`src/logic/standby_macros.svh`:
```
// Standby bus glue constants: data width, reset-action codes, owner count
`ifndef STANDBY_MACROS_SVH
`define STANDBY_MACROS_SVH

// Bus data width in bits
`define I3C_BYTE_W 8

// Reset-action code width as delivered by the CCC handler
`define RSTACT_W 8

// Reset-action codes
`define RSTACT_PERIPHERAL 8'h01
`define RSTACT_ESCALATE 8'h02

// Number of requesters that can own the bus
`define STANDBY_OWNERS 3

`endif

```
`src/logic/i3c_bus_pkg.sv`:
```
// I3C bus engine request payloads for the TX and RX flows
`include "standby_macros.svh"

package i3c_bus_pkg;

  // Request towards the TX engine
  typedef struct packed {
    logic                   req_byte;
    logic                   req_bit;
    logic [`I3C_BYTE_W-1:0] value;
    // 1 selects push-pull, 0 open-drain
    logic                   sel_od_pp;
  } bus_tx_req_t;

  // Request towards the RX engine
  typedef struct packed {
    logic req_bit;
    logic req_byte;
  } bus_rx_req_t;

endpackage

```
`src/logic/standby_ctrl_pkg.sv`:
```
// Standby controller bus ownership types
`include "standby_macros.svh"

package standby_ctrl_pkg;

  // Requesters sharing the bus engines
  typedef enum logic [$clog2(`STANDBY_OWNERS)-1:0] {
    OwnerFsm,
    OwnerCcc,
    OwnerIbi
  } bus_owner_e;

endpackage

```
`src/logic/xfer_owner_ctrl.sv`:
```
// Bus ownership FSM granting the engines to the target FSM, CCC or IBI handler
`timescale 1ns/1ps

module xfer_owner_ctrl
  import standby_ctrl_pkg::*;
(
  input  logic       clk_i,
  input  logic       rst_ni,
  input  logic       ccc_valid_i,
  input  logic       ccc_done_i,
  input  logic       ccc_next_i,
  input  logic       ibi_begin_i,
  input  logic       ibi_done_i,
  output bus_owner_e owner_o
);

  bus_owner_e owner_q;

  always_ff @(posedge clk_i or negedge rst_ni) begin
    if (!rst_ni) begin
      owner_q <= OwnerFsm;
    end else begin
      case (owner_q)
        OwnerFsm: begin
          // Both requests at once count as no request
          if (ccc_valid_i && !ibi_begin_i) begin
            owner_q <= OwnerCcc;
          end else if (ibi_begin_i && !ccc_valid_i) begin
            owner_q <= OwnerIbi;
          end
        end
        OwnerCcc: begin
          if (ccc_done_i || ccc_next_i) begin
            owner_q <= OwnerFsm;
          end
        end
        OwnerIbi: begin
          if (ibi_done_i) begin
            owner_q <= OwnerFsm;
          end
        end
        default: owner_q <= OwnerFsm;
      endcase
    end
  end

  assign owner_o = owner_q;

endmodule

```
`src/logic/bus_req_mux.sv`:
```
// Selects the current owner's request payload towards a bus engine
`timescale 1ns/1ps

module bus_req_mux
  import standby_ctrl_pkg::*;
#(
  parameter type payload_t = logic
) (
  input  bus_owner_e owner_i,
  input  payload_t   fsm_req_i,
  input  payload_t   ccc_req_i,
  input  payload_t   ibi_req_i,
  output payload_t   req_o
);

  always_comb begin
    case (owner_i)
      OwnerFsm: req_o = fsm_req_i;
      OwnerCcc: req_o = ccc_req_i;
      OwnerIbi: req_o = ibi_req_i;
      // Unused owner code drives no request
      default:  req_o = '0;
    endcase
  end

endmodule

```
`src/logic/bus_rsp_route.sv`:
```
// Routes bus engine results to the current owner and zeroes everyone else
`timescale 1ns/1ps
`include "standby_macros.svh"

module bus_rsp_route
  import standby_ctrl_pkg::*;
(
  input  bus_owner_e             owner_i,
  input  logic                   tx_done_i,
  input  logic                   tx_idle_i,
  input  logic                   tx_err_i,
  input  logic                   rx_done_i,
  input  logic                   rx_idle_i,
  input  logic                   rx_error_i,
  input  logic [`I3C_BYTE_W-1:0] rx_data_i,
  output logic                   fsm_tx_done_o,
  output logic                   fsm_tx_idle_o,
  output logic                   fsm_tx_err_o,
  output logic                   fsm_rx_done_o,
  output logic                   fsm_rx_idle_o,
  output logic                   fsm_rx_error_o,
  output logic [`I3C_BYTE_W-1:0] fsm_rx_data_o,
  output logic                   ccc_tx_done_o,
  output logic                   ccc_tx_idle_o,
  output logic                   ccc_tx_err_o,
  output logic                   ccc_rx_done_o,
  output logic                   ccc_rx_idle_o,
  output logic                   ccc_rx_error_o,
  output logic [`I3C_BYTE_W-1:0] ccc_rx_data_o,
  output logic                   ibi_tx_done_o,
  output logic                   ibi_rx_done_o,
  output logic [`I3C_BYTE_W-1:0] ibi_rx_data_o
);

  always_comb begin
    fsm_tx_done_o  = 1'b0;
    fsm_tx_idle_o  = 1'b0;
    fsm_tx_err_o   = 1'b0;
    fsm_rx_done_o  = 1'b0;
    fsm_rx_idle_o  = 1'b0;
    fsm_rx_error_o = 1'b0;
    fsm_rx_data_o  = '0;
    ccc_tx_done_o  = 1'b0;
    ccc_tx_idle_o  = 1'b0;
    ccc_tx_err_o   = 1'b0;
    ccc_rx_done_o  = 1'b0;
    ccc_rx_idle_o  = 1'b0;
    ccc_rx_error_o = 1'b0;
    ccc_rx_data_o  = '0;
    ibi_tx_done_o  = 1'b0;
    ibi_rx_done_o  = 1'b0;
    ibi_rx_data_o  = '0;

    case (owner_i)
      OwnerFsm: begin
        fsm_tx_done_o  = tx_done_i;
        fsm_tx_idle_o  = tx_idle_i;
        fsm_tx_err_o   = tx_err_i;
        fsm_rx_done_o  = rx_done_i;
        fsm_rx_idle_o  = rx_idle_i;
        fsm_rx_error_o = rx_error_i;
        fsm_rx_data_o  = rx_data_i;
      end
      OwnerCcc: begin
        ccc_tx_done_o  = tx_done_i;
        ccc_tx_idle_o  = tx_idle_i;
        ccc_tx_err_o   = tx_err_i;
        ccc_rx_done_o  = rx_done_i;
        ccc_rx_idle_o  = rx_idle_i;
        ccc_rx_error_o = rx_error_i;
        ccc_rx_data_o  = rx_data_i;
      end
      OwnerIbi: begin
        // IBI handler only sees completions and data
        ibi_tx_done_o = tx_done_i;
        ibi_rx_done_o = rx_done_i;
        ibi_rx_data_o = rx_data_i;
      end
      default: ;
    endcase
  end

endmodule

```
`src/logic/reset_action_ctrl.sv`:
```
// Peripheral and escalated reset requests from reset actions and reset patterns
`timescale 1ns/1ps
`include "standby_macros.svh"

module reset_action_ctrl (
  input  logic                clk_i,
  input  logic                rst_ni,
  input  logic [`RSTACT_W-1:0] rst_action_i,
  input  logic                rst_action_valid_i,
  input  logic                target_reset_detect_i,
  input  logic                escalate_arm_i,
  input  logic                rstact_armed_i,
  input  logic                peripheral_reset_done_i,
  output logic                peripheral_reset_o,
  output logic                escalated_reset_o
);

  logic periph_trig;
  logic escal_trig;

  // First reset pattern resets the peripheral, the armed second one escalates
  assign periph_trig = (rst_action_valid_i && (rst_action_i == `RSTACT_PERIPHERAL)) ||
                       (target_reset_detect_i && !escalate_arm_i && !rstact_armed_i);
  assign escal_trig  = (rst_action_valid_i && (rst_action_i == `RSTACT_ESCALATE)) ||
                       (target_reset_detect_i && escalate_arm_i && !rstact_armed_i);

  always_ff @(posedge clk_i or negedge rst_ni) begin
    if (!rst_ni) begin
      peripheral_reset_o <= 1'b0;
    end else if (peripheral_reset_done_i) begin
      // Done wins over a new trigger
      peripheral_reset_o <= 1'b0;
    end else if (periph_trig) begin
      peripheral_reset_o <= 1'b1;
    end
  end

  // Sticky until the next controller reset
  always_ff @(posedge clk_i or negedge rst_ni) begin
    if (!rst_ni) begin
      escalated_reset_o <= 1'b0;
    end else if (escal_trig) begin
      escalated_reset_o <= 1'b1;
    end
  end

endmodule

```
`src/logic/standby_bus_top.sv`:
```
// Standby target bus glue: engine ownership, request and result routing, reset actions
`timescale 1ns/1ps
`include "standby_macros.svh"

module standby_bus_top
  import i3c_bus_pkg::*;
  import standby_ctrl_pkg::*;
(
  input  logic                   clk_i,
  input  logic                   rst_ni,
  // Target FSM requests and results
  input  logic                   fsm_tx_req_byte_i,
  input  logic                   fsm_tx_req_bit_i,
  input  logic [`I3C_BYTE_W-1:0] fsm_tx_req_value_i,
  input  logic                   fsm_tx_sel_od_pp_i,
  input  logic                   fsm_rx_req_bit_i,
  input  logic                   fsm_rx_req_byte_i,
  output logic                   fsm_tx_done_o,
  output logic                   fsm_tx_idle_o,
  output logic                   fsm_tx_err_o,
  output logic                   fsm_rx_done_o,
  output logic                   fsm_rx_idle_o,
  output logic                   fsm_rx_error_o,
  output logic [`I3C_BYTE_W-1:0] fsm_rx_data_o,
  // CCC handler requests and results
  input  logic                   ccc_tx_req_byte_i,
  input  logic                   ccc_tx_req_bit_i,
  input  logic [`I3C_BYTE_W-1:0] ccc_tx_req_value_i,
  input  logic                   ccc_tx_sel_od_pp_i,
  input  logic                   ccc_rx_req_bit_i,
  input  logic                   ccc_rx_req_byte_i,
  output logic                   ccc_tx_done_o,
  output logic                   ccc_tx_idle_o,
  output logic                   ccc_tx_err_o,
  output logic                   ccc_rx_done_o,
  output logic                   ccc_rx_idle_o,
  output logic                   ccc_rx_error_o,
  output logic [`I3C_BYTE_W-1:0] ccc_rx_data_o,
  // IBI handler requests and results
  input  logic                   ibi_tx_req_byte_i,
  input  logic                   ibi_tx_req_bit_i,
  input  logic [`I3C_BYTE_W-1:0] ibi_tx_req_value_i,
  input  logic                   ibi_tx_sel_od_pp_i,
  input  logic                   ibi_rx_req_bit_i,
  input  logic                   ibi_rx_req_byte_i,
  output logic                   ibi_tx_done_o,
  output logic                   ibi_rx_done_o,
  output logic [`I3C_BYTE_W-1:0] ibi_rx_data_o,
  // Bus engines
  input  logic                   bus_tx_done_i,
  input  logic                   bus_tx_idle_i,
  input  logic                   bus_tx_err_i,
  input  logic                   bus_rx_done_i,
  input  logic                   bus_rx_idle_i,
  input  logic                   bus_rx_error_i,
  input  logic [`I3C_BYTE_W-1:0] bus_rx_data_i,
  output logic                   bus_tx_req_byte_o,
  output logic                   bus_tx_req_bit_o,
  output logic [`I3C_BYTE_W-1:0] bus_tx_req_value_o,
  output logic                   bus_tx_sel_od_pp_o,
  output logic                   bus_rx_req_bit_o,
  output logic                   bus_rx_req_byte_o,
  // SDA
  input  logic                   tx_sda_i,
  input  logic                   ibi_sda_i,
  output logic                   ctrl_sda_o,
  // Ownership requests
  input  logic                   ccc_valid_i,
  input  logic                   ccc_done_i,
  input  logic                   ccc_next_i,
  input  logic                   ibi_begin_i,
  input  logic                   ibi_done_i,
  // Reset actions
  input  logic [`RSTACT_W-1:0]   rst_action_i,
  input  logic                   rst_action_valid_i,
  input  logic                   target_reset_detect_i,
  input  logic                   escalate_arm_i,
  input  logic                   rstact_armed_i,
  input  logic                   peripheral_reset_done_i,
  output logic                   peripheral_reset_o,
  output logic                   escalated_reset_o
);

  bus_owner_e  owner;
  bus_tx_req_t fsm_tx_req, ccc_tx_req, ibi_tx_req, bus_tx_req;
  bus_rx_req_t fsm_rx_req, ccc_rx_req, ibi_rx_req, bus_rx_req;

  assign fsm_tx_req = '{fsm_tx_req_byte_i, fsm_tx_req_bit_i, fsm_tx_req_value_i,
                        fsm_tx_sel_od_pp_i};
  assign ccc_tx_req = '{ccc_tx_req_byte_i, ccc_tx_req_bit_i, ccc_tx_req_value_i,
                        ccc_tx_sel_od_pp_i};
  assign ibi_tx_req = '{ibi_tx_req_byte_i, ibi_tx_req_bit_i, ibi_tx_req_value_i,
                        ibi_tx_sel_od_pp_i};
  assign fsm_rx_req = '{fsm_rx_req_bit_i, fsm_rx_req_byte_i};
  assign ccc_rx_req = '{ccc_rx_req_bit_i, ccc_rx_req_byte_i};
  assign ibi_rx_req = '{ibi_rx_req_bit_i, ibi_rx_req_byte_i};

  assign bus_tx_req_byte_o  = bus_tx_req.req_byte;
  assign bus_tx_req_bit_o   = bus_tx_req.req_bit;
  assign bus_tx_req_value_o = bus_tx_req.value;
  assign bus_tx_sel_od_pp_o = bus_tx_req.sel_od_pp;
  assign bus_rx_req_bit_o   = bus_rx_req.req_bit;
  assign bus_rx_req_byte_o  = bus_rx_req.req_byte;

  // IBI handler pulls SDA low alongside the TX engine
  assign ctrl_sda_o = tx_sda_i & ibi_sda_i;

  xfer_owner_ctrl u_owner_ctrl (
    .clk_i,
    .rst_ni,
    .ccc_valid_i,
    .ccc_done_i,
    .ccc_next_i,
    .ibi_begin_i,
    .ibi_done_i,
    .owner_o     (owner)
  );

  bus_req_mux #(
    .payload_t (bus_tx_req_t)
  ) u_tx_req_mux (
    .owner_i   (owner),
    .fsm_req_i (fsm_tx_req),
    .ccc_req_i (ccc_tx_req),
    .ibi_req_i (ibi_tx_req),
    .req_o     (bus_tx_req)
  );

  bus_req_mux #(
    .payload_t (bus_rx_req_t)
  ) u_rx_req_mux (
    .owner_i   (owner),
    .fsm_req_i (fsm_rx_req),
    .ccc_req_i (ccc_rx_req),
    .ibi_req_i (ibi_rx_req),
    .req_o     (bus_rx_req)
  );

  bus_rsp_route u_rsp_route (
    .owner_i        (owner),
    .tx_done_i      (bus_tx_done_i),
    .tx_idle_i      (bus_tx_idle_i),
    .tx_err_i       (bus_tx_err_i),
    .rx_done_i      (bus_rx_done_i),
    .rx_idle_i      (bus_rx_idle_i),
    .rx_error_i     (bus_rx_error_i),
    .rx_data_i      (bus_rx_data_i),
    .fsm_tx_done_o,
    .fsm_tx_idle_o,
    .fsm_tx_err_o,
    .fsm_rx_done_o,
    .fsm_rx_idle_o,
    .fsm_rx_error_o,
    .fsm_rx_data_o,
    .ccc_tx_done_o,
    .ccc_tx_idle_o,
    .ccc_tx_err_o,
    .ccc_rx_done_o,
    .ccc_rx_idle_o,
    .ccc_rx_error_o,
    .ccc_rx_data_o,
    .ibi_tx_done_o,
    .ibi_rx_done_o,
    .ibi_rx_data_o
  );

  reset_action_ctrl u_reset_action (
    .clk_i,
    .rst_ni,
    .rst_action_i,
    .rst_action_valid_i,
    .target_reset_detect_i,
    .escalate_arm_i,
    .rstact_armed_i,
    .peripheral_reset_done_i,
    .peripheral_reset_o,
    .escalated_reset_o
  );

endmodule

```
`config.mk`:
```
export PLATFORM = sky130hd
export DESIGN_NAME = standby_bus_top
export DESIGN_NICKNAME = d
export VERILOG_FILES = /design/src/logic/i3c_bus_pkg.sv /design/src/logic/standby_ctrl_pkg.sv /design/src/logic/xfer_owner_ctrl.sv /design/src/logic/bus_req_mux.sv /design/src/logic/bus_rsp_route.sv /design/src/logic/reset_action_ctrl.sv /design/src/logic/standby_bus_top.sv
export VERILOG_INCLUDE_DIRS = /design/src /design/src/logic
export SDC_FILE = /design/constraint.sdc
export NUM_CORES = 1
export LEC_CHECK = 0
export BUFFER_PORTS_ARGS = -buffer_cell sky130_fd_sc_hd__buf_4
export CORE_MARGIN = 2
export CORE_UTILIZATION = 26
export DETAILED_ROUTE_END_ITERATION = 8
export GPL_ROUTABILITY_DRIVEN = 0
export GPL_TIMING_DRIVEN = 0
export PLACE_DENSITY = 0.76
export SKIP_LAST_GASP = 1
export SYNTH_ARGS = -nofsm -noshare
export SYNTH_HDL_FRONTEND = slang
export SYNTH_SLANG_ARGS = --single-unit
```
`constraint.sdc`:
```
create_clock -name clk_i -period 1.3 [get_ports clk_i]
set_clock_uncertainty 0.2 [all_clocks]
set_input_delay 0.13 -clock clk_i [delete_from_list [all_inputs] [get_ports clk_i]]
set_output_delay 0.13 -clock clk_i [all_outputs]
set_load 0.05 [all_outputs]
```
Word level (Yosys, flattened, before mapping)
Cells that the tools add are included.

word-level totals
  output and inout port bits = 54
  register bits after elaboration = 4

cells by class
  eq/ne operators = 7
  bitwise logic cells = 1
  reduce and logical (&&, ||, !) cells = 18
  multiplexer cells = 26

operator list
  operator                                                                 count
  11-bit case mux with 3 select lines                                      1
  8-bit 2-to-1 mux                                                         3
  1-bit 2-to-1 mux                                                         16
  2-bit case mux with 3 select lines                                       2
  8-bit by 1-bit == test with 1-bit output, second input constant          1
  8-bit by 2-bit == test with 1-bit output, second input constant          1
  1-bit logical AND                                                        8
  2-bit 2-to-1 mux                                                         4
  1-bit logical NOT                                                        4
  1-bit logical OR                                                         3
  3-bit by 1-bit inequality test with 1-bit output, second input constant  1
  3-bit AND reduction                                                      1
  2-bit by 1-bit == test with 1-bit output, second input constant          1
  2-bit == test, second input constant                                     1
  2-bit logical NOT                                                        1
  2-bit by 1-bit inequality test with 1-bit output, second input constant  1
  2-bit inequality test, second input constant                             1
  2-bit nonzero test                                                       1
  1-bit AND                                                                1

Logic depth before layout (Yosys ltp)
Gate-level depths: netlist of the first run.

  depth after elaboration = 6
  mapped depth = 5
  gate-level depth less buffers = 3

By module
From an unflattened synthesis of the first run, not the netlist that was laid out.

unflattened totals
  cell total of the unflattened synthesis = 100
  area, all modules = 962.2 µm²

by module, submodules not included
  module                      area each (µm²)  sequential area each (µm²)  times used  cells each
  bus_rsp_route               442.9            0.0                         1           46
  bus_req_mux (u_tx_req_mux)  232.7            0.0                         1           26
  reset_action_ctrl           125.1            50.0                        1           12
  xfer_owner_ctrl             111.4            50.0                        1           10
  bus_req_mux (u_rx_req_mux)  43.8             0.0                         1           5
  standby_bus_top             6.3              0.0                         1           1

Worst setup path before layout of the first run
No wires, ideal clock.

  path kind = reg-to-output
  from = reg u_owner_ctrl.owner_q[0] (netlist: u_owner_ctrl.owner_o[0])
  to = out bus_tx_req_value_o[1]
  arrival = 1.843 ns
  setup slack = -0.873 ns
  data required time = 0.970 ns
  path buffers = 2
  cell stages (with the launch flop) = 5
  cell sequence = dfrtp_1 > buf_6 > buf_12 > mux2i_1 > o21ai_0

on the way
  word-level cells in the longest chain between the ends = 2

ends and longest elaborated chain
  what                                   line                   RTL
  from (decl)                            xfer_owner_ctrl.sv:17  bus_owner_e owner_q;
  from (signal assigned)                 xfer_owner_ctrl.sv:21  owner_q <= OwnerFsm;
  from (signal assigned)                 xfer_owner_ctrl.sv:27  owner_q <= OwnerCcc;
  from (signal assigned)                 xfer_owner_ctrl.sv:29  owner_q <= OwnerIbi;
  2-bit == test (tied with other cells)  bus_req_mux.sv:17      case (owner_i)
  11-bit case mux with 3 select lines *  bus_req_mux.sv:17
  to (decl)                              standby_bus_top.sv:59  output logic [`I3C_BYTE_W-1:0] bus_tx_req_value_o,

Mark *: on every way between the ends. The rest lies on a longest branch, timed or not.

Worst setup path in the final report of the first run
  from = reg u_owner_ctrl.owner_q[0] (netlist: u_owner_ctrl.owner_o[0])
  to = out bus_tx_req_value_o[7]

Same word-level chain as after synthesis.

==> flow_summary.json, run 1 <==
{
  "synth_cell_types": 21,
  "cts_made_buffers": 3,
  "hold-path-endpoint": "u_reset_action.escalated_reset_o",
  "power_mw": 2.54,
  "synth.area.top_cells": "and2_1, mux2i_1, dfrtp_1",
  "die_area_um2": 3570,
  "hold_slack_ps": -34.9,
  "ioPinCount": 129,
  "clkLatencyLatePin_ps": 270,
  "fp.coreArea_um2": 3000,
  "reg2reg_depth": 5,
  "worst_slew_pin_slew_ps": 401,
  "nNetsFinal": 341,
  "yosysTopAreaCellShare_pct": 30.2,
  "hold_depth": 4,
  "vdd_drop_max_uv": 613,
  "ant_nets": 0,
  "wirelength_mm": 5.83,
  "drtIter0Drc": 66,
  "clockRootBuffer": "clkbuf_4",
  "grt_pass1_wl_mm": 6.72,
  "min_period_over_period_pct": 144,
  "crit_path_top_delay_cell": "dfrtp_1",
  "netlist_area_um2": 808,
  "max_cap_viol_count": 0,
  "grtUsageTotal_pct": 25.0,
  "yosysSeqAreaShare_pct": 12.4,
  "crit_type": "flop to output pin",
  "worstPathArrival_ps": 1550,
  "min_path_type": "input port to flop",
  "yosys.area.top_type": "and2_1",
  "drive_above_1_share_pct": 86.4,
  "crit_path_cell_trace": "buf_8, buf_12, mux2i_1, o21ai_4, buf_6",
  "antenna_found_initial": 0,
  "dr.pass1.iters": 4,
  "violations": "hold timing, setup timing",
  "drc_errors": 0,
  "cts_tree": "done",
  "status": "finished, violations left",
  "fill_cells": 113,
  "synth-seq-cells": 4,
  "cts_max_level": 1,
  "start_util_pct": 26.9,
  "cts.clk_slew.worst_paths_ps": 50,
  "cp_top_family": "buffers and inverters",
  "worstPathMaxFanout": 7,
  "hpwlAfterDp_mm": 3.04,
  "end_kind": "output pin",
  "area_delta_synth_final_pct": 239,
  "maxSlewHeadroom_pct": 72.5,
  "cts_hold_buffers": 8,
  "port_buffers": 128,
  "final_util_pct": 91.3,
  "critPathLaunchType": "flop",
  "reg2reg_slack_ps": 0,
  "cts_sinks": 4,
  "grt_pass1_vias": 1490,
  "grt-ovfl-total": 0,
  "viasPerCell": 5.10,
  "final-setup-viol-count": 51,
  "grt_max_degree": 11,
  "die_w_um": 59.8,
  "finalHoldViolCount": 4,
  "power_density_nw_per_um2": 925,
  "path_buf_inv": 3,
  "die_h_um": 59.8,
  "syn_nets": 186,
  "critPathRequiredTime_ps": 970,
  "worstHoldStart": "rst_action_i[7]",
  "grt_setup_unrepaired": "true",
  "clk_path_buf_depth": 2,
  "power.leakage_nw": 1.33,
  "n_antenna_cell": 0,
  "r2r_end": "u_owner_ctrl.owner_o[0]",
  "finalMaxSlewViolations": 0,
  "postSynthCellCount": 111,
  "slowest_delay_ps": 380,
  "synth.avg_cell_area_um2": 7.28,
  "row_count": 20,
  "fmax_mhz": 532,
  "vias": 1514,
  "fin_crit_ps": 1880,
  "wire_per_inst_um": 19.6,
  "post-route-worst-setup-slack_ps": -578,
  "yosysWarningCount": 0,
  "r2r_start": "u_owner_ctrl.owner_o[0]"
}
==> state kept, by name (all words and copies together), names as in the netlist <==
signal,flops
u_owner_ctrl.owner_o,2
u_reset_action.escalated_reset_o,1
u_reset_action.peripheral_reset_o,1
==> cells in the final DEF (no fill, tap or decap) <==
cell type	netlist	routed
o21ai_4	0	10
o21ai_2	0	3
a21oi_1	3	3
buf_12	1	2
clkbuf_16	0	1
nand4b_1	2	2
nor2b_4	2	2
nand2_4	0	3
mux2i_1	13	5
nand2_1	14	3
dfrtp_1	4	4
a31oi_1	2	2
and2_4	0	38
clkbuf_4	0	3
nor3b_2	0	1
and2_1	39	1
nor2_1	4	4
buf_8	0	38
nor4b_2	1	1
nor2_4	1	1
dlygate4sd3_1	0	8
nor2b_1	1	1
mux2i_4	0	2
nand2_2	0	8
inv_1	2	2
nor3_1	1	1
buf_4	2	83
buf_6	3	26
mux2i_2	0	6
==> Yosys cell counts, drive strengths merged <==
library cell  count
and2             39
mux2i            13
nor3b             1
clkbuf            2
a31oi             2
inv               2
nand4b            2
nor3              1
nor2              5
nor2b             3
o21ai            13
nand2            14
nor4b             1
a21oi             3
dfrtp             4
buf               6
==> layer usage <==
metal  up-vias  global-route usage, %  wire (um)
li1        679                      -          -
met1       696                   26.3       1860
met2       120                   47.5       3200
met3        19                   4.76        563
met4         0                   10.2        215
met5         -                      0          0
==> where the power goes <==
group,internal (mW),switching (mW)
clock network,0.106,0.0860
registers,0.134,0.00635
logic,1.03,1.18
total,1.27,1.27
==> cell type report <==
cell class | instances | area [um^2] | share of cell area (%)
buffer | 8 | 124 | 4.52
clock buffer | 3 | 22.5 | 0.822
inverter | 2 | 7.51 | 0.274
multi-input combinational | 97 | 938 | 34.2
sequential | 4 | 100 | 3.65
tap | 33 | 41.3 | 1.51
timing repair buffer | 150 | 1510 | 55.0
==> logic make-up (layout without fill, tap and decap cells) <==
kind of cell | after synthesis | after routing | synth area share, %
DFF | 4 | 4 | 12.4
AOI/OAI and AO/OA | 18 | 18 | 11.5
buffers and inverters | 10 | 163 | 10.4
muxes | 13 | 13 | 16.1
and+or+nand+nor | 66 | 66 | 49.7
==> what timing repair did <==
item	4_1_cts	5_1_grt
gates cloned	3	1
gates resized for setup	103	21
pin swaps	8	6
setup endpoints to repair	51	53
setup buffers	10	0
hold endpoints to repair	7	1
==> metrics by stage <==
step	hold WS, ps	area, um^2	setup TNS [ps]	setup slack (ps)	instances
2_1_floorplan	-366	1070	-3610	-176	111
3_3_place_gp	-274	2080	-10010	-302	272
3_5_place_dp	-270	2080	-11250	-343	272
4_1_cts	-29.8	2670	-21420	-478	296
5_1_grt	-11.2	2740	-25410	-596	297
6_report	-34.9	2740	-24060	-578	297
==> worst reg2reg max path, stage by stage (launching register included) <==
cell and delay [ps]:
dfrtp_1 380, buf_8 150, buf_12 150, nor3b_2 190, a21oi_1 70, nor2_1 90
==> worst max-delay path by stage <==
stage | from | end | cells after the start
finish | u_owner_ctrl.owner_o[0] | bus_tx_req_value_o[7] | 5
global route | u_owner_ctrl.owner_o[0] | bus_tx_req_value_o[7] | 5
CTS | u_owner_ctrl.owner_o[0] | bus_tx_req_byte_o | 6
detailed placement | u_owner_ctrl.owner_o[1] | bus_tx_req_value_o[6] | 6
global placement | u_owner_ctrl.owner_o[1] | bus_tx_req_value_o[5] | 6
floorplan | u_owner_ctrl.owner_o[0] | bus_tx_req_bit_o | 4
No activity file was read; power rests on OpenSTA's default activity.
==> run 2: changes to the inputs <==
--- a/config.mk
+++ b/config.mk
@@ -7,8 +7,10 @@
 export NUM_CORES = 1
 export LEC_CHECK = 0
 export BUFFER_PORTS_ARGS = -buffer_cell sky130_fd_sc_hd__buf_4
+export CELL_PAD_IN_SITES_DETAIL_PLACEMENT = 0
+export CELL_PAD_IN_SITES_GLOBAL_PLACEMENT = 1
 export CORE_MARGIN = 2
-export CORE_UTILIZATION = 26
+export CORE_UTILIZATION = 15
 export DETAILED_ROUTE_END_ITERATION = 8
 export GPL_ROUTABILITY_DRIVEN = 0
 export GPL_TIMING_DRIVEN = 0
==> run 2 against run 1 <==
Compared with the run above: the run ends with setup timing left; sequential cell count stayed put; die area is 68% higher; count of clock-buffer cells in the layout stayed put; cell count is 12% higher; utilization is 35 points lower.
==> flow_summary.json, run 2 (same netlist as run 1, synthesis figures left out) <==
{
  "cts.clk_slew.worst_paths_ps": 30,
  "fill_cells": 465,
  "max_cap_viol_count": 0,
  "clock_power_share_pct": 9.6,
  "fmax_mhz": 573,
  "drc_errors": 0,
  "clkLatencyLatePin_ps": 210,
  "status": "finished, violations left",
  "worstPathMaxFanout": 7,
  "hpwlAfterDp_mm": 3.02,
  "finalMaxSlewViolations": 0,
  "swShare_pct": 46.1,
  "p_int_mw": 1.43,
  "mostFrequentLayoutCell": "buf_4",
  "fin_area_um2": 2910,
  "vdd_drop_max_uv": 668,
  "ioPinCount": 129,
  "ant_nets": 0,
  "end_kind": "output pin",
  "min_path_type": "input port to flop",
  "worstPathArrival_ps": 1410,
  "place_area_um2": 2120,
  "finalHoldViolCount": 0,
  "antenna_found_initial": 0,
  "critPathRequiredTime_ps": 970,
  "post-route-worst-setup-slack_ps": -444,
  "grtUsageTotal_pct": 14.1,
  "p_sw_mw": 1.22,
  "vias": 1376,
  "row_count": 26,
  "power_frac_seq_pct": 5.4,
  "drtIter0Drc": 18,
  "crit_path_top_delay_cell": "dfrtp_1",
  "start_util_pct": 15.7,
  "critPathLaunchType": "flop",
  "layout_common_cells": "buf_4, buf_8, and2_4",
  "port_buffers": 128,
  "nNetsFinal": 340,
  "clk_path_buf_depth": 2,
  "worst_slew_pin_slew_ps": 277,
  "cts_tree": "done",
  "final-setup-viol-count": 51,
  "dr.pass1.iters": 4,
  "grt_pass1_vias": 1463,
  "crit_path_cell_trace": "buf_12, nor2b_4, buf_6, buf_8, nand2_2, o21ai_2, buf_6",
  "reg2reg_depth": 4,
  "fin_crit_ps": 1740,
  "cts_made_buffers": 3,
  "die_h_um": 77.4,
  "n_antenna_cell": 0,
  "viasPerCell": 4.13,
  "violations": "setup timing",
  "cpMostUsedCell": "buf_6",
  "cts_sinks": 4,
  "min_period_over_period_pct": 134,
  "grt_max_degree": 11,
  "maxSlewHeadroom_pct": 81.0,
  "power_mw": 2.64,
  "largest_reg_flops": 2,
  "die_w_um": 77.4,
  "wirelength_mm": 4.37,
  "crit_type": "flop to output pin",
  "grt_setup_unrepaired": "true",
  "grt-ovfl-total": 0,
  "hold_depth": 3,
  "power_density_nw_per_um2": 907,
  "fp.coreArea_um2": 5140,
  "drive_above_1_share_pct": 87.5,
  "die_area_um2": 5990,
  "cts_max_level": 1,
  "place_worst_setup_slack_ps": -373,
  "slowest_delay_ps": 380,
  "area_delta_synth_final_pct": 261,
  "wire_per_inst_um": 13.1,
  "grt_pass1_wl_mm": 6.84,
  "pwr-share-comb_pct": 84.9,
  "clockRootBuffer": "clkbuf_8",
  "power.leakage_nw": 1.41
}
run 2: cell types whose count changed in the layout (fill, tap and decap cells not counted), moves of 3 or more:
cell | previous run | this run
buf_12 | 2 | 5
buf_6 | 26 | 17
buf_8 | 38 | 44
clkbuf_4 | 3 | 0
clkbuf_8 | 0 | 3
nand2_2 | 8 | 3
nand2_4 | 3 | 10
run 2: final timing paths:
kind                                                      to  slack [ps]                              from
setup / recovery                          bus_tx_sel_od_pp_o        -440           u_owner_ctrl.owner_o[0]
hold reg to reg             u_reset_action.escalated_reset_o         280  u_reset_action.escalated_reset_o
max in group asynchronous            u_owner_ctrl.owner_o[1]         730                            rst_ni
min in group asynchronous            u_owner_ctrl.owner_o[0]          60                            rst_ni
hold / removal             u_reset_action.peripheral_reset_o           3                   rst_action_i[1]
setup reg to reg                     u_owner_ctrl.owner_o[1]          50           u_owner_ctrl.owner_o[1]
run 2: final cells by class:
cell class	instances	area [um^2]	share of cell area, %
Timing Repair Buffer	150	1600	54.8
Multi-Input combinational cell	97	953	32.7
Buffer	7	126	4.34
Sequential cell	4	101	3.48
Tap cell	70	87.6	3.01
Clock buffer	3	41.3	1.42
Inverter	2	7.51	0.258
run 2: timing repair:
action / 4_1_cts / 5_1_grt
endpoints found under the setup margin: 51 / 53
gates cloned: 4 / 1
hold buffers: 6 / 0
hold endpoints to repair: 7 / 0
resized for setup: 124 / 18
setup buffers: 11 / 0
pin swaps: 17 / 10
run 2: power by group through the flow:
| stage | logic, mW | clock network [mW] | registers, mW |
|---|---|---|---|
| 4_1_cts | 2.20 | 0.263 | 0.141 |
| 3_5_place_dp | 1.70 | 0 | 0.140 |
| 6_report | 2.25 | 0.254 | 0.144 |
| 2_1_floorplan | 1.18 | 0 | 0.145 |
| 3_3_place_gp | 1.70 | 0 | 0.139 |
| 5_1_grt | 2.34 | 0.273 | 0.146 |
run 2: routing by layer:
layer	GRT usage (%)	vias up	share of wire, %
met5	0	-	0
met4	2.14	0	0
met3	3.02	0	8.8
met2	28.4	77	57
met1	14.9	628	35
li1	-	671	-
run 2: metrics by stage:
step | cells | TNS, ps | util (%) | hold WS, ps
final | 333 | -21170 | 56.7 | 3.45
after global routing | 333 | -24130 | 56.7 | 24.8
after CTS | 333 | -23120 | 55.4 | 1.06
after detailed placement | 309 | -12740 | 41.3 | -274
after global placement | 309 | -12550 | 41.3 | -275
after floorplan | 111 | -3610 | - | -366
run 2: worst max-delay path, delay by kind of cell (launching register included):
kind / cells / cell delay [ps]
AO/OA/AOI/OAI: 1 / 60
buffers and inverters: 4 / 570
flip-flops: 1 / 380
AND/OR/NAND/NOR: 2 / 170
==> run 3: changes to the inputs <==
--- a/config.mk
+++ b/config.mk
@@ -15,7 +15,6 @@
 export GPL_ROUTABILITY_DRIVEN = 0
 export GPL_TIMING_DRIVEN = 0
 export PLACE_DENSITY = 0.76
-export SKIP_LAST_GASP = 1
 export SYNTH_ARGS = -nofsm -noshare
 export SYNTH_HDL_FRONTEND = slang
 export SYNTH_SLANG_ARGS = --single-unit
==> run 3 against run 2 <==
Compared with the run above: the flow still finishes with violations (setup timing); die area unchanged; non-clock buffer count unchanged; via count increased by 0.15%; sequential share of layout area stayed put; fmax shrank 0.12%; first-iteration DRC count shrank 5.6%; cell count stayed put; hold slack is essentially flat; critical path depth stayed put; setup slack worse by 2.1 ps; routed wire length is 0.25% lower.
==> flow_summary.json, run 3 (same netlist as run 1, synthesis figures left out) <==
{
  "wirelength_mm": 4.36,
  "ant_nets": 0,
  "crit_type": "flop to output pin",
  "min_period_over_period_pct": 134,
  "worstPathMaxFanout": 7,
  "die_w_um": 77.4,
  "clkLatencyLatePin_ps": 210,
  "hpwlAfterDp_mm": 3.02,
  "start_util_pct": 15.7,
  "clk_path_buf_depth": 2,
  "fin_area_um2": 2910,
  "finalMaxSlewViolations": 0,
  "power_density_nw_per_um2": 907,
  "grt_setup_unrepaired": "true",
  "final-setup-viol-count": 51,
  "cpMostUsedCell": "buf_6",
  "grt_pass1_wl_mm": 6.84,
  "cts_max_level": 1,
  "vdd_drop_max_uv": 672,
  "critPathRequiredTime_ps": 970,
  "min_path_type": "input port to flop",
  "post-route-worst-setup-slack_ps": -446,
  "wire_per_inst_um": 13.1,
  "hold_depth": 3,
  "crit_path_cell_trace": "buf_12, nor2b_4, buf_6, buf_16, nand2_4, o21ai_4, buf_6",
  "layout_common_cells": "buf_4, buf_8, and2_4",
  "cts_made_buffers": 3,
  "violations": "setup timing",
  "end_kind": "output pin",
  "hold-path-endpoint": "u_reset_action.peripheral_reset_o",
  "fp.coreArea_um2": 5140,
  "reg2reg_depth": 4,
  "worstHoldStart": "rst_action_i[1]",
  "max_cap_viol_count": 0,
  "maxSlewHeadroom_pct": 81.0,
  "vias": 1378,
  "drive_above_1_share_pct": 87.5,
  "worstPathArrival_ps": 1420,
  "grt_pass1_vias": 1465,
  "cts_tree": "done",
  "r2r_end": "u_owner_ctrl.owner_o[1]",
  "finalHoldViolCount": 0,
  "clockRootBuffer": "clkbuf_8",
  "reg2reg_slack_ps": 60,
  "die_area_um2": 5990,
  "grt-ovfl-total": 0,
  "cts.clk_slew.worst_paths_ps": 30,
  "cts_sinks": 4,
  "drc_errors": 0,
  "crit_path_top_delay_cell": "dfrtp_1",
  "fill_cells": 464,
  "dr.pass1.iters": 4,
  "slowest_delay_ps": 380,
  "status": "finished, violations left",
  "mostFrequentLayoutCell": "buf_4",
  "die_h_um": 77.4,
  "n_antenna_cell": 0,
  "place_area_um2": 2120,
  "nNetsFinal": 340,
  "area_delta_synth_final_pct": 261,
  "port_buffers": 128,
  "grtUsageTotal_pct": 14.1,
  "largest_reg_flops": 2,
  "viasPerCell": 4.14,
  "row_count": 26,
  "r2r_start": "u_owner_ctrl.owner_o[1]",
  "worst_slew_pin_slew_ps": 277,
  "ioPinCount": 129,
  "fin_crit_ps": 1750,
  "grt_max_degree": 11,
  "drtIter0Drc": 17,
  "fmax_mhz": 573,
  "antenna_found_initial": 0,
  "power.leakage_nw": 1.41,
  "hold_slack_ps": 3.46,
  "critPathLaunchType": "flop"
}
==> run 3: cell counts in the layout (fill, tap and decap cells not counted) <==
Identical to the previous run, type by type.
==> run 3: repair_timing <==
action | 4_1_cts | 5_1_grt
gates cloned | 4 | 1
setup endpoints to repair | 51 | 53
pin swaps | 17 | 11
setup buffers | 11 | 0
hold buffers | 6 | 0
endpoints found under the hold margin | 7 | 0
gates resized for setup | 126 | 16
==> run 3: worst max-delay path by stage <==
stage                                  from               end  slack, ps  cells past startpoint
global placement    u_owner_ctrl.owner_o[1]  bus_tx_req_bit_o       -370                      6
detailed placement  u_owner_ctrl.owner_o[1]  bus_tx_req_bit_o       -370                      6
floorplan           u_owner_ctrl.owner_o[0]  bus_tx_req_bit_o       -180                      4
CTS                 u_owner_ctrl.owner_o[1]  ccc_rx_data_o[4]       -500                      6
finish              u_owner_ctrl.owner_o[0]  bus_rx_req_bit_o       -450                      7
global route        u_owner_ctrl.owner_o[0]  bus_rx_req_bit_o       -510                      7
==> run 3: report_power, final <==
group	internal, mW	switching [mW]	total [mW]
clock network	0.197	0.0576	0.254
registers	0.135	0.00858	0.144
logic	1.09	1.15	2.24
==> run 3: stage by stage <==
| stage | total power [mW] | util [%] | setup WS, ps | cells | TNS [ps] |
|---|---|---|---|---|---|
| detailed placement | 1.84 | 41.3 | -373 | 309 | -12740 |
| global placement | 1.84 | 41.3 | -374 | 309 | -12550 |
| finish | 2.64 | 56.7 | -446 | 333 | -21040 |
| floorplan | 1.33 | - | -176 | 111 | -3610 |
| global route | 2.76 | 56.7 | -514 | 333 | -24130 |
| CTS | 2.61 | 55.6 | -503 | 333 | -23040 |
==> run 3: worst max-delay path: cells and delay by family, from the launching register on <==
kind                   cells  cell delay, ps
flip-flops                 1             380
AND/OR/NAND/NOR            2             170
AO/OA/AOI/OAI              1              50
buffers and inverters      4             580
==> run 3: layer usage <==
layer / part of all wire (%) / routed length (um) / vias to the layer above / global-route usage (%)
met1: 35 / 1500 / 628 / 14.9
met3: 8.8 / 382 / 0 / 3.02
met2: 57 / 2470 / 77 / 28.4
met4: 0 / 0 / 0 / 2.14
li1: - / - / 673 / -
met5: 0 / 0 / - / 0
==> run 3: layout make-up <==
class / count / area [um^2] / area share [%]
plain buffers: 7 / 126 / 4.34
clock buffers: 3 / 41.3 / 1.42
inverters: 2 / 7.51 / 0.258
multi-input cells: 97 / 953 / 32.7
flip-flops and latches: 4 / 101 / 3.48
well taps: 70 / 87.6 / 3.01
repair buffers: 150 / 1600 / 54.8
